$ cat src/hw/xbar_defines.svh
`ifndef XBAR_DEFINES_SVH
`define XBAR_DEFINES_SVH

// Bus widths
`define XBAR_ADDR_W        32
`define XBAR_DATA_W        32
`define XBAR_ID_W          4

// Slice layout
`define XBAR_N_SLICES      4
`define XBAR_SLICE_SEL_W   2
`define XBAR_SLICE_WORDS   16
`define XBAR_WORD_SEL_W    4

// Queue depths and credits
`define XBAR_SLICE_DEPTH   2
`define XBAR_IN_DEPTH      4
`define XBAR_RSP_CREDITS   2

// Address bits 31..14 of the window 0x1000_0000 to 0x1000_3FFF
`define XBAR_MAP_BASE      18'h04000

`endif

$ cat src/hw/xbar_pkg.sv
package xbar_pkg;

  // Request opcode
  typedef enum logic {
    OP_READ  = 1'b0,
    OP_WRITE = 1'b1
  } op_e;

  // Response status
  typedef enum logic {
    RSP_OKAY   = 1'b0,
    RSP_DECERR = 1'b1
  } rsp_status_e;

endpackage

$ cat src/hw/req_decoder.sv
`include "xbar_defines.svh"

module req_decoder (
  input  logic                                clk_i,
  input  logic                                ndmreset_n,
  input  logic                                req_valid_i,
  input  xbar_pkg::op_e                       req_op_i,
  input  logic [`XBAR_ID_W-1:0]               req_id_i,
  input  logic [`XBAR_ADDR_W-1:0]             req_addr_i,
  input  logic [`XBAR_DATA_W-1:0]             req_wdata_i,
  output logic                                req_credit_o,
  output logic [`XBAR_N_SLICES-1:0]           slc_valid_o,
  output xbar_pkg::op_e                       slc_op_o,
  output logic [`XBAR_ID_W-1:0]               slc_id_o,
  output logic [`XBAR_WORD_SEL_W-1:0]         slc_word_o,
  output logic [`XBAR_DATA_W-1:0]             slc_wdata_o,
  input  logic [`XBAR_N_SLICES-1:0]           slc_credit_i,
  output logic                                err_valid_o,
  output logic [`XBAR_ID_W-1:0]               err_id_o,
  input  logic                                err_ack_i
);
  import xbar_pkg::*;

  localparam int PtrW = $clog2(`XBAR_IN_DEPTH);
  localparam int CntW = $clog2(`XBAR_IN_DEPTH + 1);
  localparam int CrdW = $clog2(`XBAR_SLICE_DEPTH + 1);

  op_e                                 q_op    [`XBAR_IN_DEPTH];
  logic [`XBAR_ID_W-1:0]               q_id    [`XBAR_IN_DEPTH];
  logic [`XBAR_ADDR_W-1:0]             q_addr  [`XBAR_IN_DEPTH];
  logic [`XBAR_DATA_W-1:0]             q_wdata [`XBAR_IN_DEPTH];
  logic [PtrW-1:0]                     wr_ptr_q;
  logic [PtrW-1:0]                     rd_ptr_q;
  logic [CntW-1:0]                     count_q;
  logic [`XBAR_N_SLICES-1:0][CrdW-1:0] crd_q;

  logic [`XBAR_ADDR_W-1:0]             head_addr;
  logic                                head_mapped;
  logic [`XBAR_SLICE_SEL_W-1:0]        head_slice;
  logic                                pop;

  // --------------------------------------------------------------------------
  // Address decode of the queue head
  // --------------------------------------------------------------------------
  assign head_addr   = q_addr[rd_ptr_q];
  assign head_mapped = (head_addr[31:14] == `XBAR_MAP_BASE) &&
                       (head_addr[11:6] == '0) && (head_addr[1:0] == '0);
  assign head_slice  = head_addr[13:12];

  // Head waits for a slice credit or a free error slot
  assign pop = (count_q != '0) &&
               (head_mapped ? (crd_q[head_slice] != '0) : (!err_valid_o || err_ack_i));

  always_comb begin
    slc_valid_o = '0;
    if (pop && head_mapped) begin
      slc_valid_o[head_slice] = 1'b1;
    end
  end

  assign slc_op_o    = q_op[rd_ptr_q];
  assign slc_id_o    = q_id[rd_ptr_q];
  assign slc_word_o  = head_addr[5:2];
  assign slc_wdata_o = q_wdata[rd_ptr_q];

  // --------------------------------------------------------------------------
  // Ingress queue, credits and error slot
  // --------------------------------------------------------------------------
  always_ff @(posedge clk_i) begin
    if (req_valid_i) begin
      q_op[wr_ptr_q]    <= req_op_i;
      q_id[wr_ptr_q]    <= req_id_i;
      q_addr[wr_ptr_q]  <= req_addr_i;
      q_wdata[wr_ptr_q] <= req_wdata_i;
    end
    if (pop && !head_mapped) begin
      err_id_o <= q_id[rd_ptr_q];
    end
  end

  always_ff @(posedge clk_i or negedge ndmreset_n) begin
    if (!ndmreset_n) begin
      wr_ptr_q     <= '0;
      rd_ptr_q     <= '0;
      count_q      <= '0;
      req_credit_o <= 1'b0;
      err_valid_o  <= 1'b0;
      for (int i = 0; i < `XBAR_N_SLICES; i++) begin
        crd_q[i] <= CrdW'(`XBAR_SLICE_DEPTH);
      end
    end else begin
      req_credit_o <= pop;
      if (req_valid_i) begin
        wr_ptr_q <= (wr_ptr_q == PtrW'(`XBAR_IN_DEPTH - 1)) ? '0 : wr_ptr_q + 1'b1;
      end
      if (pop) begin
        rd_ptr_q <= (rd_ptr_q == PtrW'(`XBAR_IN_DEPTH - 1)) ? '0 : rd_ptr_q + 1'b1;
      end
      if (req_valid_i && !pop) begin
        count_q <= count_q + 1'b1;
      end else if (!req_valid_i && pop) begin
        count_q <= count_q - 1'b1;
      end
      for (int i = 0; i < `XBAR_N_SLICES; i++) begin
        if (slc_valid_o[i] && !slc_credit_i[i]) begin
          crd_q[i] <= crd_q[i] - 1'b1;
        end else if (!slc_valid_o[i] && slc_credit_i[i]) begin
          crd_q[i] <= crd_q[i] + 1'b1;
        end
      end
      if (pop && !head_mapped) begin
        err_valid_o <= 1'b1;
      end else if (err_ack_i) begin
        err_valid_o <= 1'b0;
      end
    end
  end

endmodule

$ cat src/hw/mem_slice.sv
`include "xbar_defines.svh"

module mem_slice (
  input  logic                        clk_i,
  input  logic                        ndmreset_n,
  input  logic                        slc_valid_i,
  input  xbar_pkg::op_e               slc_op_i,
  input  logic [`XBAR_ID_W-1:0]       slc_id_i,
  input  logic [`XBAR_WORD_SEL_W-1:0] slc_word_i,
  input  logic [`XBAR_DATA_W-1:0]     slc_wdata_i,
  output logic                        slc_credit_o,
  output logic                        rsp_valid_o,
  output logic [`XBAR_ID_W-1:0]       rsp_id_o,
  output logic [`XBAR_DATA_W-1:0]     rsp_rdata_o,
  input  logic                        rsp_ack_i
);
  import xbar_pkg::*;

  localparam int PtrW = $clog2(`XBAR_SLICE_DEPTH);
  localparam int CntW = $clog2(`XBAR_SLICE_DEPTH + 1);

  op_e                          q_op    [`XBAR_SLICE_DEPTH];
  logic [`XBAR_ID_W-1:0]        q_id    [`XBAR_SLICE_DEPTH];
  logic [`XBAR_WORD_SEL_W-1:0]  q_word  [`XBAR_SLICE_DEPTH];
  logic [`XBAR_DATA_W-1:0]      q_wdata [`XBAR_SLICE_DEPTH];
  logic [PtrW-1:0]              wr_ptr_q;
  logic [PtrW-1:0]              rd_ptr_q;
  logic [CntW-1:0]              count_q;
  logic [`XBAR_DATA_W-1:0]      mem_q   [`XBAR_SLICE_WORDS];

  logic                         q_empty;
  logic                         head_valid;
  op_e                          head_op;
  logic [`XBAR_ID_W-1:0]        head_id;
  logic [`XBAR_WORD_SEL_W-1:0]  head_word;
  logic [`XBAR_DATA_W-1:0]      head_wdata;
  logic                         load;
  logic                         push;
  logic                         pop;

  assign q_empty = (count_q == '0);

  // Empty queue lets the incoming request through to the response register
  assign head_valid = !q_empty || slc_valid_i;
  assign head_op    = q_empty ? slc_op_i    : q_op[rd_ptr_q];
  assign head_id    = q_empty ? slc_id_i    : q_id[rd_ptr_q];
  assign head_word  = q_empty ? slc_word_i  : q_word[rd_ptr_q];
  assign head_wdata = q_empty ? slc_wdata_i : q_wdata[rd_ptr_q];

  assign load = head_valid && (!rsp_valid_o || rsp_ack_i);
  assign pop  = load && !q_empty;
  assign push = slc_valid_i && !(q_empty && load);

  always_ff @(posedge clk_i) begin
    if (push) begin
      q_op[wr_ptr_q]    <= slc_op_i;
      q_id[wr_ptr_q]    <= slc_id_i;
      q_word[wr_ptr_q]  <= slc_word_i;
      q_wdata[wr_ptr_q] <= slc_wdata_i;
    end
    if (load) begin
      rsp_id_o    <= head_id;
      rsp_rdata_o <= (head_op == OP_WRITE) ? '0 : mem_q[head_word];
    end
  end

  // Storage starts out cleared
  always_ff @(posedge clk_i or negedge ndmreset_n) begin
    if (!ndmreset_n) begin
      for (int i = 0; i < `XBAR_SLICE_WORDS; i++) begin
        mem_q[i] <= '0;
      end
    end else if (load && head_op == OP_WRITE) begin
      mem_q[head_word] <= head_wdata;
    end
  end

  always_ff @(posedge clk_i or negedge ndmreset_n) begin
    if (!ndmreset_n) begin
      wr_ptr_q     <= '0;
      rd_ptr_q     <= '0;
      count_q      <= '0;
      rsp_valid_o  <= 1'b0;
      slc_credit_o <= 1'b0;
    end else begin
      slc_credit_o <= load;
      if (push) begin
        wr_ptr_q <= (wr_ptr_q == PtrW'(`XBAR_SLICE_DEPTH - 1)) ? '0 : wr_ptr_q + 1'b1;
      end
      if (pop) begin
        rd_ptr_q <= (rd_ptr_q == PtrW'(`XBAR_SLICE_DEPTH - 1)) ? '0 : rd_ptr_q + 1'b1;
      end
      if (push && !pop) begin
        count_q <= count_q + 1'b1;
      end else if (!push && pop) begin
        count_q <= count_q - 1'b1;
      end
      if (load) begin
        rsp_valid_o <= 1'b1;
      end else if (rsp_ack_i) begin
        rsp_valid_o <= 1'b0;
      end
    end
  end

endmodule

$ cat src/hw/rsp_arbiter.sv
`include "xbar_defines.svh"

module rsp_arbiter (
  input  logic                                      clk_i,
  input  logic                                      ndmreset_n,
  input  logic [`XBAR_N_SLICES-1:0]                 slc_valid_i,
  input  logic [`XBAR_N_SLICES-1:0][`XBAR_ID_W-1:0] slc_id_i,
  input  logic [`XBAR_N_SLICES-1:0][`XBAR_DATA_W-1:0] slc_rdata_i,
  output logic [`XBAR_N_SLICES-1:0]                 slc_ack_o,
  input  logic                                      err_valid_i,
  input  logic [`XBAR_ID_W-1:0]                     err_id_i,
  output logic                                      err_ack_o,
  input  logic                                      rsp_credit_i,
  output logic                                      rsp_valid_o,
  output logic [`XBAR_ID_W-1:0]                     rsp_id_o,
  output xbar_pkg::rsp_status_e                     rsp_status_o,
  output logic [`XBAR_DATA_W-1:0]                   rsp_rdata_o
);
  import xbar_pkg::*;

  // Slices take the low indices and the decode-error slot the last one
  localparam int NSrc   = `XBAR_N_SLICES + 1;
  localparam int SrcW   = $clog2(NSrc);
  localparam int ErrIdx = `XBAR_N_SLICES;
  localparam int CrdW   = $clog2(`XBAR_RSP_CREDITS + 1);

  logic [NSrc-1:0]                   req;
  logic [NSrc-1:0]                   gnt;
  logic [SrcW-1:0]                   gnt_idx;
  logic [SrcW-1:0]                   last_q;
  logic [NSrc-1:0][`XBAR_ID_W-1:0]   src_id;
  logic [NSrc-1:0][`XBAR_DATA_W-1:0] src_rdata;
  logic [CrdW-1:0]                   crd_q;
  logic                              issue;

  assign req       = {err_valid_i, slc_valid_i};
  assign src_id    = {err_id_i, slc_id_i};
  assign src_rdata = {{`XBAR_DATA_W{1'b0}}, slc_rdata_i};

  // Search starts one past the last winner
  always_comb begin
    int unsigned idx;
    gnt     = '0;
    gnt_idx = '0;
    for (int unsigned k = 1; k <= NSrc; k++) begin
      idx = (32'(last_q) + k) % NSrc;
      if (req[idx] && gnt == '0) begin
        gnt[idx] = 1'b1;
        gnt_idx  = idx[SrcW-1:0];
      end
    end
  end

  assign issue     = (|req) && (crd_q != '0);
  assign slc_ack_o = gnt[`XBAR_N_SLICES-1:0] & {`XBAR_N_SLICES{issue}};
  assign err_ack_o = gnt[ErrIdx] & issue;

  always_ff @(posedge clk_i) begin
    if (issue) begin
      rsp_id_o     <= src_id[gnt_idx];
      rsp_rdata_o  <= src_rdata[gnt_idx];
      rsp_status_o <= (gnt_idx == SrcW'(ErrIdx)) ? RSP_DECERR : RSP_OKAY;
    end
  end

  always_ff @(posedge clk_i or negedge ndmreset_n) begin
    if (!ndmreset_n) begin
      rsp_valid_o <= 1'b0;
      last_q      <= SrcW'(NSrc - 1);
      crd_q       <= CrdW'(`XBAR_RSP_CREDITS);
    end else begin
      rsp_valid_o <= issue;
      if (issue) begin
        last_q <= gnt_idx;
      end
      if (issue && !rsp_credit_i) begin
        crd_q <= crd_q - 1'b1;
      end else if (!issue && rsp_credit_i) begin
        crd_q <= crd_q + 1'b1;
      end
    end
  end

endmodule

$ cat src/hw/mem_xbar_top.sv
`include "xbar_defines.svh"

module mem_xbar_top (
  input  logic                    clk_i,
  input  logic                    ndmreset_n,
  input  logic                    req_valid_i,
  input  xbar_pkg::op_e           req_op_i,
  input  logic [`XBAR_ID_W-1:0]   req_id_i,
  input  logic [`XBAR_ADDR_W-1:0] req_addr_i,
  input  logic [`XBAR_DATA_W-1:0] req_wdata_i,
  output logic                    req_credit_o,
  output logic                    rsp_valid_o,
  output logic [`XBAR_ID_W-1:0]   rsp_id_o,
  output xbar_pkg::rsp_status_e   rsp_status_o,
  output logic [`XBAR_DATA_W-1:0] rsp_rdata_o,
  input  logic                    rsp_credit_i
);
  import xbar_pkg::*;

  logic [`XBAR_N_SLICES-1:0]                   slc_valid;
  op_e                                         slc_op;
  logic [`XBAR_ID_W-1:0]                       slc_id;
  logic [`XBAR_WORD_SEL_W-1:0]                 slc_word;
  logic [`XBAR_DATA_W-1:0]                     slc_wdata;
  logic [`XBAR_N_SLICES-1:0]                   slc_credit;
  logic [`XBAR_N_SLICES-1:0]                   srsp_valid;
  logic [`XBAR_N_SLICES-1:0][`XBAR_ID_W-1:0]   srsp_id;
  logic [`XBAR_N_SLICES-1:0][`XBAR_DATA_W-1:0] srsp_rdata;
  logic [`XBAR_N_SLICES-1:0]                   srsp_ack;
  logic                                        err_valid;
  logic [`XBAR_ID_W-1:0]                       err_id;
  logic                                        err_ack;

  // --------------------------------------------------------------------------
  // Ingress and decode
  // --------------------------------------------------------------------------
  req_decoder i_decoder (
    .clk_i        ( clk_i        ),
    .ndmreset_n   ( ndmreset_n   ),
    .req_valid_i  ( req_valid_i  ),
    .req_op_i     ( req_op_i     ),
    .req_id_i     ( req_id_i     ),
    .req_addr_i   ( req_addr_i   ),
    .req_wdata_i  ( req_wdata_i  ),
    .req_credit_o ( req_credit_o ),
    .slc_valid_o  ( slc_valid    ),
    .slc_op_o     ( slc_op       ),
    .slc_id_o     ( slc_id       ),
    .slc_word_o   ( slc_word     ),
    .slc_wdata_o  ( slc_wdata    ),
    .slc_credit_i ( slc_credit   ),
    .err_valid_o  ( err_valid    ),
    .err_id_o     ( err_id       ),
    .err_ack_i    ( err_ack      )
  );

  // --------------------------------------------------------------------------
  // Memory slices
  // --------------------------------------------------------------------------
  for (genvar i = 0; i < `XBAR_N_SLICES; i++) begin : g_slice
    mem_slice i_slice (
      .clk_i        ( clk_i         ),
      .ndmreset_n   ( ndmreset_n    ),
      .slc_valid_i  ( slc_valid[i]  ),
      .slc_op_i     ( slc_op        ),
      .slc_id_i     ( slc_id        ),
      .slc_word_i   ( slc_word      ),
      .slc_wdata_i  ( slc_wdata     ),
      .slc_credit_o ( slc_credit[i] ),
      .rsp_valid_o  ( srsp_valid[i] ),
      .rsp_id_o     ( srsp_id[i]    ),
      .rsp_rdata_o  ( srsp_rdata[i] ),
      .rsp_ack_i    ( srsp_ack[i]   )
    );
  end

  // Response merge
  rsp_arbiter i_arbiter (
    .clk_i        ( clk_i        ),
    .ndmreset_n   ( ndmreset_n   ),
    .slc_valid_i  ( srsp_valid   ),
    .slc_id_i     ( srsp_id      ),
    .slc_rdata_i  ( srsp_rdata   ),
    .slc_ack_o    ( srsp_ack     ),
    .err_valid_i  ( err_valid    ),
    .err_id_i     ( err_id       ),
    .err_ack_o    ( err_ack      ),
    .rsp_credit_i ( rsp_credit_i ),
    .rsp_valid_o  ( rsp_valid_o  ),
    .rsp_id_o     ( rsp_id_o     ),
    .rsp_status_o ( rsp_status_o ),
    .rsp_rdata_o  ( rsp_rdata_o  )
  );

endmodule

$ cat config.mk
export PLATFORM = sky130hd
export DESIGN_NAME = mem_xbar_top
export DESIGN_NICKNAME = d
export VERILOG_FILES = /design/src/hw/xbar_pkg.sv /design/src/hw/req_decoder.sv /design/src/hw/mem_slice.sv /design/src/hw/rsp_arbiter.sv /design/src/hw/mem_xbar_top.sv
export VERILOG_INCLUDE_DIRS = /design/src /design/src/hw
export SDC_FILE = /design/constraint.sdc
export NUM_CORES = 2
export LEC_CHECK = 0
export BUFFER_PORTS_ARGS = -buffer_cell sky130_fd_sc_hd__buf_2
export CORE_MARGIN = 2
export CORE_UTILIZATION = 30
export DETAILED_ROUTE_END_ITERATION = 10
export HOLD_SLACK_MARGIN = 0.08
export PLACE_DENSITY = 0.48
export SLEW_MARGIN = 20
export SYNTH_ARGS = -nofsm -noshare
export SYNTH_HDL_FRONTEND = slang
export SYNTH_SLANG_ARGS = --single-unit
$ cat constraint.sdc
create_clock -name clk_i -period 8.4 [get_ports clk_i]
set_input_delay 1.26 -clock clk_i [delete_from_list [all_inputs] [get_ports clk_i]]
set_output_delay 1.26 -clock clk_i [all_outputs]
set_load 0.03 [all_outputs]
Word level (Yosys, flattened, before mapping)
Memories as Yosys holds them, arrays and structs flattened.
Cells that the tools add are included.
{"block": "word_totals", "reg_bits": 2280, "ramBits": 604, "out_inout_bits": 39, "mem_count": 20, "word_cells": 466, "inputBits": 73}
{"block": "op_classes", "n_eq_ne": 4, "n_addsub": 35, "mux": 131, "n_bitwise": 10, "n_div": 5, "reduce_logical": 132, "magnitude_cmp": 21}
{"memory": "i_decoder.q_addr", "depth": 4, "word_bits": 32, "rd": 1, "rd_ports_with_merged_regs": 0, "write_ports": 1, "line_no": "req_decoder.sv:30", "rtl": "logic [`XBAR_ADDR_W-1:0] q_addr [`XBAR_IN_DEPTH];"}
{"memory": "i_decoder.q_wdata", "depth": 4, "word_bits": 32, "rd": 1, "rd_ports_with_merged_regs": 0, "write_ports": 1, "line_no": "req_decoder.sv:31", "rtl": "logic [`XBAR_DATA_W-1:0] q_wdata [`XBAR_IN_DEPTH];"}
{"memory": "g_slice[0].i_slice.q_wdata", "depth": 2, "word_bits": 32, "rd": 1, "rd_ports_with_merged_regs": 0, "write_ports": 1, "line_no": "mem_slice.sv:25", "rtl": "logic [`XBAR_DATA_W-1:0] q_wdata [`XBAR_SLICE_DEPTH];"}
{"memory": "g_slice[1].i_slice.q_wdata", "depth": 2, "word_bits": 32, "rd": 1, "rd_ports_with_merged_regs": 0, "write_ports": 1, "line_no": "mem_slice.sv:25"}
{"memory": "g_slice[2].i_slice.q_wdata", "depth": 2, "word_bits": 32, "rd": 1, "rd_ports_with_merged_regs": 0, "write_ports": 1, "line_no": "mem_slice.sv:25"}
{"memory": "g_slice[3].i_slice.q_wdata", "depth": 2, "word_bits": 32, "rd": 1, "rd_ports_with_merged_regs": 0, "write_ports": 1, "line_no": "mem_slice.sv:25"}
{"memory": "+14 memories"}
{"op": "$bwmux 512", "count": 4}
{"op": "$mux 32", "count": 17}
{"op": "$bmux 32 s4", "count": 4}
{"op": "$demux 32 s4", "count": 4}
{"op": "$ge 32x1->1 const B", "count": 5}
{"op": "$lt 32x4->1 const B", "count": 5}
{"op": "$mod 32x3->32 const B", "count": 5}
{"op": "$bmux 32 s3", "count": 1}
{"op": "$logic_and 1x1->1", "count": 60}
{"op": "$mux 1", "count": 45}
{"op": "$mux 2", "count": 21}
{"op": "$mux 4", "count": 10}
{"op": "$logic_not 1->1", "count": 34}
{"op": "$reduce_bool 2->1", "count": 17}
{"op": "$mux 5", "count": 5}
{"op": "$add 2x1->2 const B", "count": 11}
{"op": "$mux 3", "count": 7}
{"op": "$ge 5x5->1 const B", "count": 4}
{"op": "$logic_not 5->1", "count": 4}
{"op": "$lt 5x1->1 const B", "count": 4}
{"op": "$not 4->5", "count": 4}
{"op": "$or 5x5->5", "count": 4}
{"op": "$eq 18x15->1 const B", "count": 1}
{"op": "$sub 2x1->2 const B", "count": 9}
{"op": "23 further kinds", "count": 53}

Depth between registers and ports, before layout
{"block": "logic_depth", "ltp_word": 34, "mapped_depth": 32, "mapped_depth_nobuf": 30}

By module
Synthesis repeated with hierarchy kept, for this count alone.
{"block": "unflattened", "cells_unflattened": 12196, "hier_area_um2": 125515.4}
{"mod": "mem_slice at g_slice[1].i_slice ...", "seq_area_each_um2": 16505.8, "n_inst": 3, "cells_each": 2783, "area_per_inst_um2": 27396.3}
{"mod": "mem_slice at g_slice[0].i_slice", "seq_area_each_um2": 16505.8, "n_inst": 1, "cells_each": 2783, "area_per_inst_um2": 27345.0}
{"mod": "req_decoder", "seq_area_each_um2": 8838.5, "n_inst": 1, "cells_each": 473, "area_per_inst_um2": 10726.5}
{"mod": "rsp_arbiter", "seq_area_each_um2": 1263.7, "n_inst": 1, "cells_each": 591, "area_per_inst_um2": 5255.0}

Worst setup path before layout
OpenSTA, ideal clock, no wires.
{"block": "synth_timing", "path_kind": "register -> register", "startpoint": "register i_arbiter.last_q[0]", "endpoint": "memory g_slice[0].i_slice.q_id[0][0] (netlist name), enable pin", "stages_incl_launch_ff": 27, "t_arrival_ns": 8.312, "n_path_buf": 4, "path_slack_ns": -0.356, "path_cell_list": "dfrtp_1 -> clkbuf_1 -> inv_1 -> clkbuf_1 -> ha_1 -> buf_2 -> clkinv_1 -> ha_1 -> or3b_2 -> o22ai_1 -> nor2_1 -> inv_1 -> ha_1 -> or3b_2 -> a21oi_1 -> o21ai_1 -> mux2i_1 -> o221ai_1 -> a31oi_2 -> or4b_1 -> nor2b_4 -> and3_1 -> o31ai_1 -> o311ai_2 -> buf_4 -> a21oi_1 -> nor2b_1"}
{"block": "synth_via", "elab_chain_len": 32, "word_cells_on_any_way": 77, "cone_classes": "5 x add/sub; 5 x div; 10 x order compare; 29 x mux; 6 x bitwise; 22 x reduce/logical"}
{"element": "start, declared", "line_no": "rsp_arbiter.sv:30", "rtl": "logic [SrcW-1:0] last_q;"}
{"element": "start signal, assigned", "line_no": "rsp_arbiter.sv:69", "rtl": "last_q <= SrcW'(NSrc - 1);"}
{"element": "start signal, assigned", "line_no": "rsp_arbiter.sv:74", "rtl": "last_q <= gnt_idx;"}
{"element": "$add 3x1->4", "line_no": "rsp_arbiter.sv:46", "rtl": "idx = (32'(last_q) + k) % NSrc;"}
{"element": "$mod 32x3->32", "line_no": "rsp_arbiter.sv:46"}
{"element": "$ge 32x1->1 (implied by the code) / $lt 32x4->1 (equally long branches)", "line_no": "rsp_arbiter.sv:48", "rtl": "gnt[idx] = 1'b1;"}
{"element": "$logic_and 1x1->1 (implied by the code)", "line_no": "rsp_arbiter.sv:48"}
{"element": "$mux 1 (implied by the code)", "line_no": "rsp_arbiter.sv:48"}
{"element": "$demux 1 s3"}
{"element": "$mux 5", "line_no": "rsp_arbiter.sv:47", "rtl": "if (req[idx] && gnt == '0) begin"}
{"element": "$logic_not 5->1", "line_no": "rsp_arbiter.sv:47"}
{"element": "[... 17 more ...]"}
{"element": "$logic_or 1x1->1", "line_no": "mem_slice.sv:44", "rtl": "assign head_valid = !q_empty || slc_valid_i;"}
{"element": "$logic_and 1x1->1", "line_no": "mem_slice.sv:50", "rtl": "assign load = head_valid && (!rsp_valid_o || rsp_ack_i);"}
{"element": "$logic_and 1x1->1", "line_no": "mem_slice.sv:52", "rtl": "assign push = slc_valid_i && !(q_empty && load);"}
{"element": "$logic_not 1->1", "line_no": "mem_slice.sv:52"}
{"element": "$logic_and 1x1->1 *", "line_no": "mem_slice.sv:52"}
{"element": "named net g_slice[0].i_slice.push", "line_no": "mem_slice.sv:38", "rtl": "logic push;"}
{"element": "$mux 1 *", "line_no": "mem_slice.sv:55", "rtl": "if (push) begin"}
{"element": "$mux 1 (implied by the code) *", "line_no": "mem_slice.sv:57", "rtl": "q_id[wr_ptr_q] <= slc_id_i;"}
{"element": "end, declared", "line_no": "mem_slice.sv:23", "rtl": "logic [`XBAR_ID_W-1:0] q_id [`XBAR_SLICE_DEPTH];"}
The timed path passes the listed nets; every way through them passes the cells marked *. The select of a mux whose other input is x is not followed.

Worst setup path after layout
{"block": "layout_timing", "startpoint": "register i_arbiter.last_q[1]", "endpoint": "register i_arbiter.rsp_rdata_o[2] (data pin)"}
{"block": "layout_via", "elab_chain_len": 21, "word_cells_on_any_way": 62, "cone_classes": "5 x add/sub; 5 x div; 8 x order compare; 29 x mux; 3 x bitwise; 12 x reduce/logical"}
{"element": "$add 3x1->4", "line_no": "rsp_arbiter.sv:46"}
{"element": "$mod 32x3->32", "line_no": "rsp_arbiter.sv:46"}
{"element": "$ge 32x1->1 (implied by the code) / $lt 32x4->1 (equally long branches)", "line_no": "rsp_arbiter.sv:48"}
{"element": "$logic_and 1x1->1 (implied by the code)", "line_no": "rsp_arbiter.sv:48"}
{"element": "$mux 1 (implied by the code)", "line_no": "rsp_arbiter.sv:48"}
{"element": "$demux 1 s3"}
{"element": "$mux 5", "line_no": "rsp_arbiter.sv:47"}
{"element": "$logic_not 5->1", "line_no": "rsp_arbiter.sv:47"}
{"element": "[... 5 more ...]"}
{"element": "$logic_not 5->1", "line_no": "rsp_arbiter.sv:47"}
{"element": "$logic_and 1x1->1", "line_no": "rsp_arbiter.sv:47"}
{"element": "$mux 5", "line_no": "rsp_arbiter.sv:47"}
{"element": "$logic_not 5->1", "line_no": "rsp_arbiter.sv:47"}
{"element": "$logic_and 1x1->1", "line_no": "rsp_arbiter.sv:47"}
{"element": "$mux 3 *", "line_no": "rsp_arbiter.sv:47"}
{"element": "$bmux 32 s3 *", "line_no": "rsp_arbiter.sv:61", "rtl": "rsp_rdata_o <= src_rdata[gnt_idx];"}
{"element": "$mux 32 (implied by the code) *", "line_no": "rsp_arbiter.sv:61"}
{"element": "end signal, assigned", "line_no": "rsp_arbiter.sv:61"}
{"element": "end, declared", "line_no": "rsp_arbiter.sv:17", "rtl": "output logic [`XBAR_DATA_W-1:0] rsp_rdata_o"}
Every way passes the cells marked *; elsewhere a longest branch is shown, timed or not. The select of a mux whose other input is x is not followed.
A chain may end at the register's enable or synchronous reset.

==> flow_metrics.tcl <==
set metrics [dict create \
    async_flop_share_pct 72.64 \
    final_cell_mix "2,083 x dfrtp_1, 1,086 x mux2_2, 974 x mux2_1" \
    track_usage_pct 17.23 \
    worst_ep_required_time_ps 9020 \
    via_per_inst 5.055 \
    path_max_fanout 36 \
    ff2ff_path_depth 26 \
    drt-total-wl_mm 375.5 \
    globalRouteMet2Util_pct 28.97 \
    reg2reg_to "i_arbiter.rsp_rdata_o[2]" \
    use_met1_pct 23.40 \
    slew_headroom_pct 24.78 \
    status "complete, no violations" \
    cts.clk_slew.worst_paths_ps 70 \
    synthCells 7986 \
    drv_slew 0 \
    cp.arrival_ps 8480 \
    finalClockSkew_ps 73.86 \
    grtUsageMet3_pct 2.222 \
    nets 8229 \
    via_count 71100 \
    die_area_um2 431600 \
    die_x_um 657.0 \
    hold_viol 0 \
    drcViolationCount 0 \
    seq_area_frac_synth_pct 59.52 \
    synth_edf_count 789 \
    tns_ps 0 \
    cts_tree "built" \
    period_share_pct 93.67 \
    synth_warnings 0 \
    layout.cells.non_filler 14070 \
    cts-resized-gates 0 \
    endpoint_kind "flip-flop" \
    numCtsBuffers 332 \
    drt-initial-drc-count 4572 \
    holdBufCountCts 0 \
    drv_cap 0 \
    rows 239 \
    ys_ff_latch 2884 \
    syn_area_um2 127900 \
    clk_path_buf_depth 4 \
    start_kind "flip-flop" \
    post-place-cells 13430 \
    coreArea_um2 424000 \
    busiest_layer "met2" \
    synth_fp_nets 8109 \
    grt_pass1_vias 75830 \
    start_util_pct 30.16 \
    drive_gt1_share_pct 32.94 \
    synth-main-ff-cell "dfrtp_1" \
    clock-root-buffer "clkbuf_16" \
    h-tree-depth 5 \
    hpwl_mm 235.8 \
    fillerInstances 40520 \
    cts_sinks 2884 \
    rsz0062_at_grt "no" \
    avgSynthCellArea_um2 16.02 \
    die_height_um 657.0 \
    mostFrequentLayoutCell "dfrtp_1" \
    synthDistinctLibCells 95 \
    grt_overflow_total 0 \
    multiInputGateArea_um2 49480 \
    grt_max_degree 173 \
    cts_setup_buffers 0 \
    wl_per_cell_um 26.70 \
    io_pins 112 \
    place.gp.congestion 0.8045 \
    area_growth_syn_to_layout_pct 15.34 \
    dr.pass1.iters 5 \
    critical_path_class "reg2reg" \
    grt_pass1_wl_mm 551.6 \
    clk_latency_ps 940 \
    ant_nets 0 \
    reg2reg_from "i_arbiter.last_q[1]" \
    reg2reg_slack_ps 530 \
    worstMarginPinSlew_ps 1097 \
    setup_violations 0 \
    hold_class "in2async" \
    port-buffer-count 111 \
    antenna_found_initial 28 \
    regArea_um2 76140 \
    clock.fmax_ghz 0.1271 \
    period_needed_ps 7868 \
]
==> synthesized netlist by cell type (all sizes together), types with 49 or more instances <==
cell / number / share of area [%]
dfrtp: 2089 / 41
mux2: 2061 / 18
edfxtp: 789 / 19
mux4: 555 / 9.8
mux2i: 372 / 2.9
clkbuf: 317 / 0.93
buf: 303 / 1.3
nand2: 294 / 0.86
a211oi: 230 / 1.3
o21ai: 198 / 0.78
nor2: 73 / 0.21
nor2b: 71 / 0.35
and2: 53 / 0.26
ha: 49 / 0.48
==> stage by stage <==
stage | worst slack, ps | cell area, um2 | utilization, % | hold slack (ps)
global route | 95.12 | 147500 | 34.78 | 307.5
global placement | 377.4 | 136000 | 32.08 | 461.6
floorplan | 15.12 | 127900 | - | 452.4
detailed placement | 546.5 | 136100 | 32.10 | 468.6
finish | 532.1 | 147500 | 34.79 | 313.2
CTS | 432.0 | 147300 | 34.75 | 290.4
==> state kept, by name, summed over array words and instances (netlist names), 8 cells and up <==
signal                       count
g_slice.i_slice.count_q          8
g_slice.i_slice.rsp_rdata_o    128
g_slice.i_slice.q_id            32
i_decoder.q_wdata              128
i_decoder.crd_q                  8
g_slice.i_slice.q_word          32
g_slice.i_slice.q_wdata        256
g_slice.i_slice.mem_q         2048
i_decoder.q_id                  16
i_decoder.q_addr               128
g_slice.i_slice.q_op             8
g_slice.i_slice.rsp_id_o        16
i_arbiter.rsp_rdata_o           32
==> layout make-up <==
type | instances | area share (%)
multi-input combinational | 4433 | 33.54
antenna | 20 | 0.03392
clock buffer | 505 | 6.706
tap | 5663 | 4.803
timing repair buffer | 407 | 2.282
inverter | 48 | 0.1221
clock inverter | 105 | 0.9075
sequential | 2884 | 51.61
==> critical path, cell delays in order, from the launching register on <==
cell and delay (ps):
dfrtp_1 390, inv_1 240, ha_1 300, xnor2_2 200
inv_1 210, ha_1 290, or3b_2 480, o22ai_1 160
nor2_1 90, inv_1 100, ha_1 260, or3b_2 470
a21oi_1 280, o21ai_1 190, mux2_2 350, nor2_1 130
o221ai_1 170, a31oi_2 270, or4b_1 510, nor2b_4 180
a21boi_2 230, nand2_1 150, mux2_8 590, buf_4 450
mux2i_1 410, buf_4 260, o22ai_1 90
==> layer usage <==
metal / vias up / part of all wire, %
li1: 30560 / -
met1: 38700 / 44
met2: 1324 / 49
met3: 510 / 3.7
met4: 4 / 3.0
met5: - / 0.0064
==> cells by family after synthesis <==
family	count (synthesis)	synth area share, %
AOI/OAI and AO/OA	600	3.160
and+or+nand+nor	739	3.269
xor gates and xnor gates	56	0.3981
muxes	2988	30.83
adders and majority gates	50	0.4950
DFF	2884	59.52
buffers and inverters	669	2.335
==> worst max-delay path by stage <==
stage / start / endpoint / slack, ps / depth (start not counted)
3_5_place_dp: i_arbiter.last_q[1] / i_arbiter.rsp_rdata_o[2] / 550 / 26
5_1_grt: i_arbiter.last_q[2] / g_slice[1].i_slice.mem_q[234] / 100 / 22
2_1_floorplan: i_arbiter.last_q[0] / g_slice[3].i_slice.q_id[0][0] / 20 / 26
4_1_cts: i_arbiter.last_q[1] / i_arbiter.rsp_rdata_o[2] / 430 / 26
3_3_place_gp: i_arbiter.last_q[1] / i_arbiter.rsp_rdata_o[2] / 380 / 26
6_report: i_arbiter.last_q[1] / i_arbiter.rsp_rdata_o[2] / 530 / 26
Power is left out: the tool's default activity adds up to more than one toggle a clock period on the data nets, which glitch-free logic cannot reach.
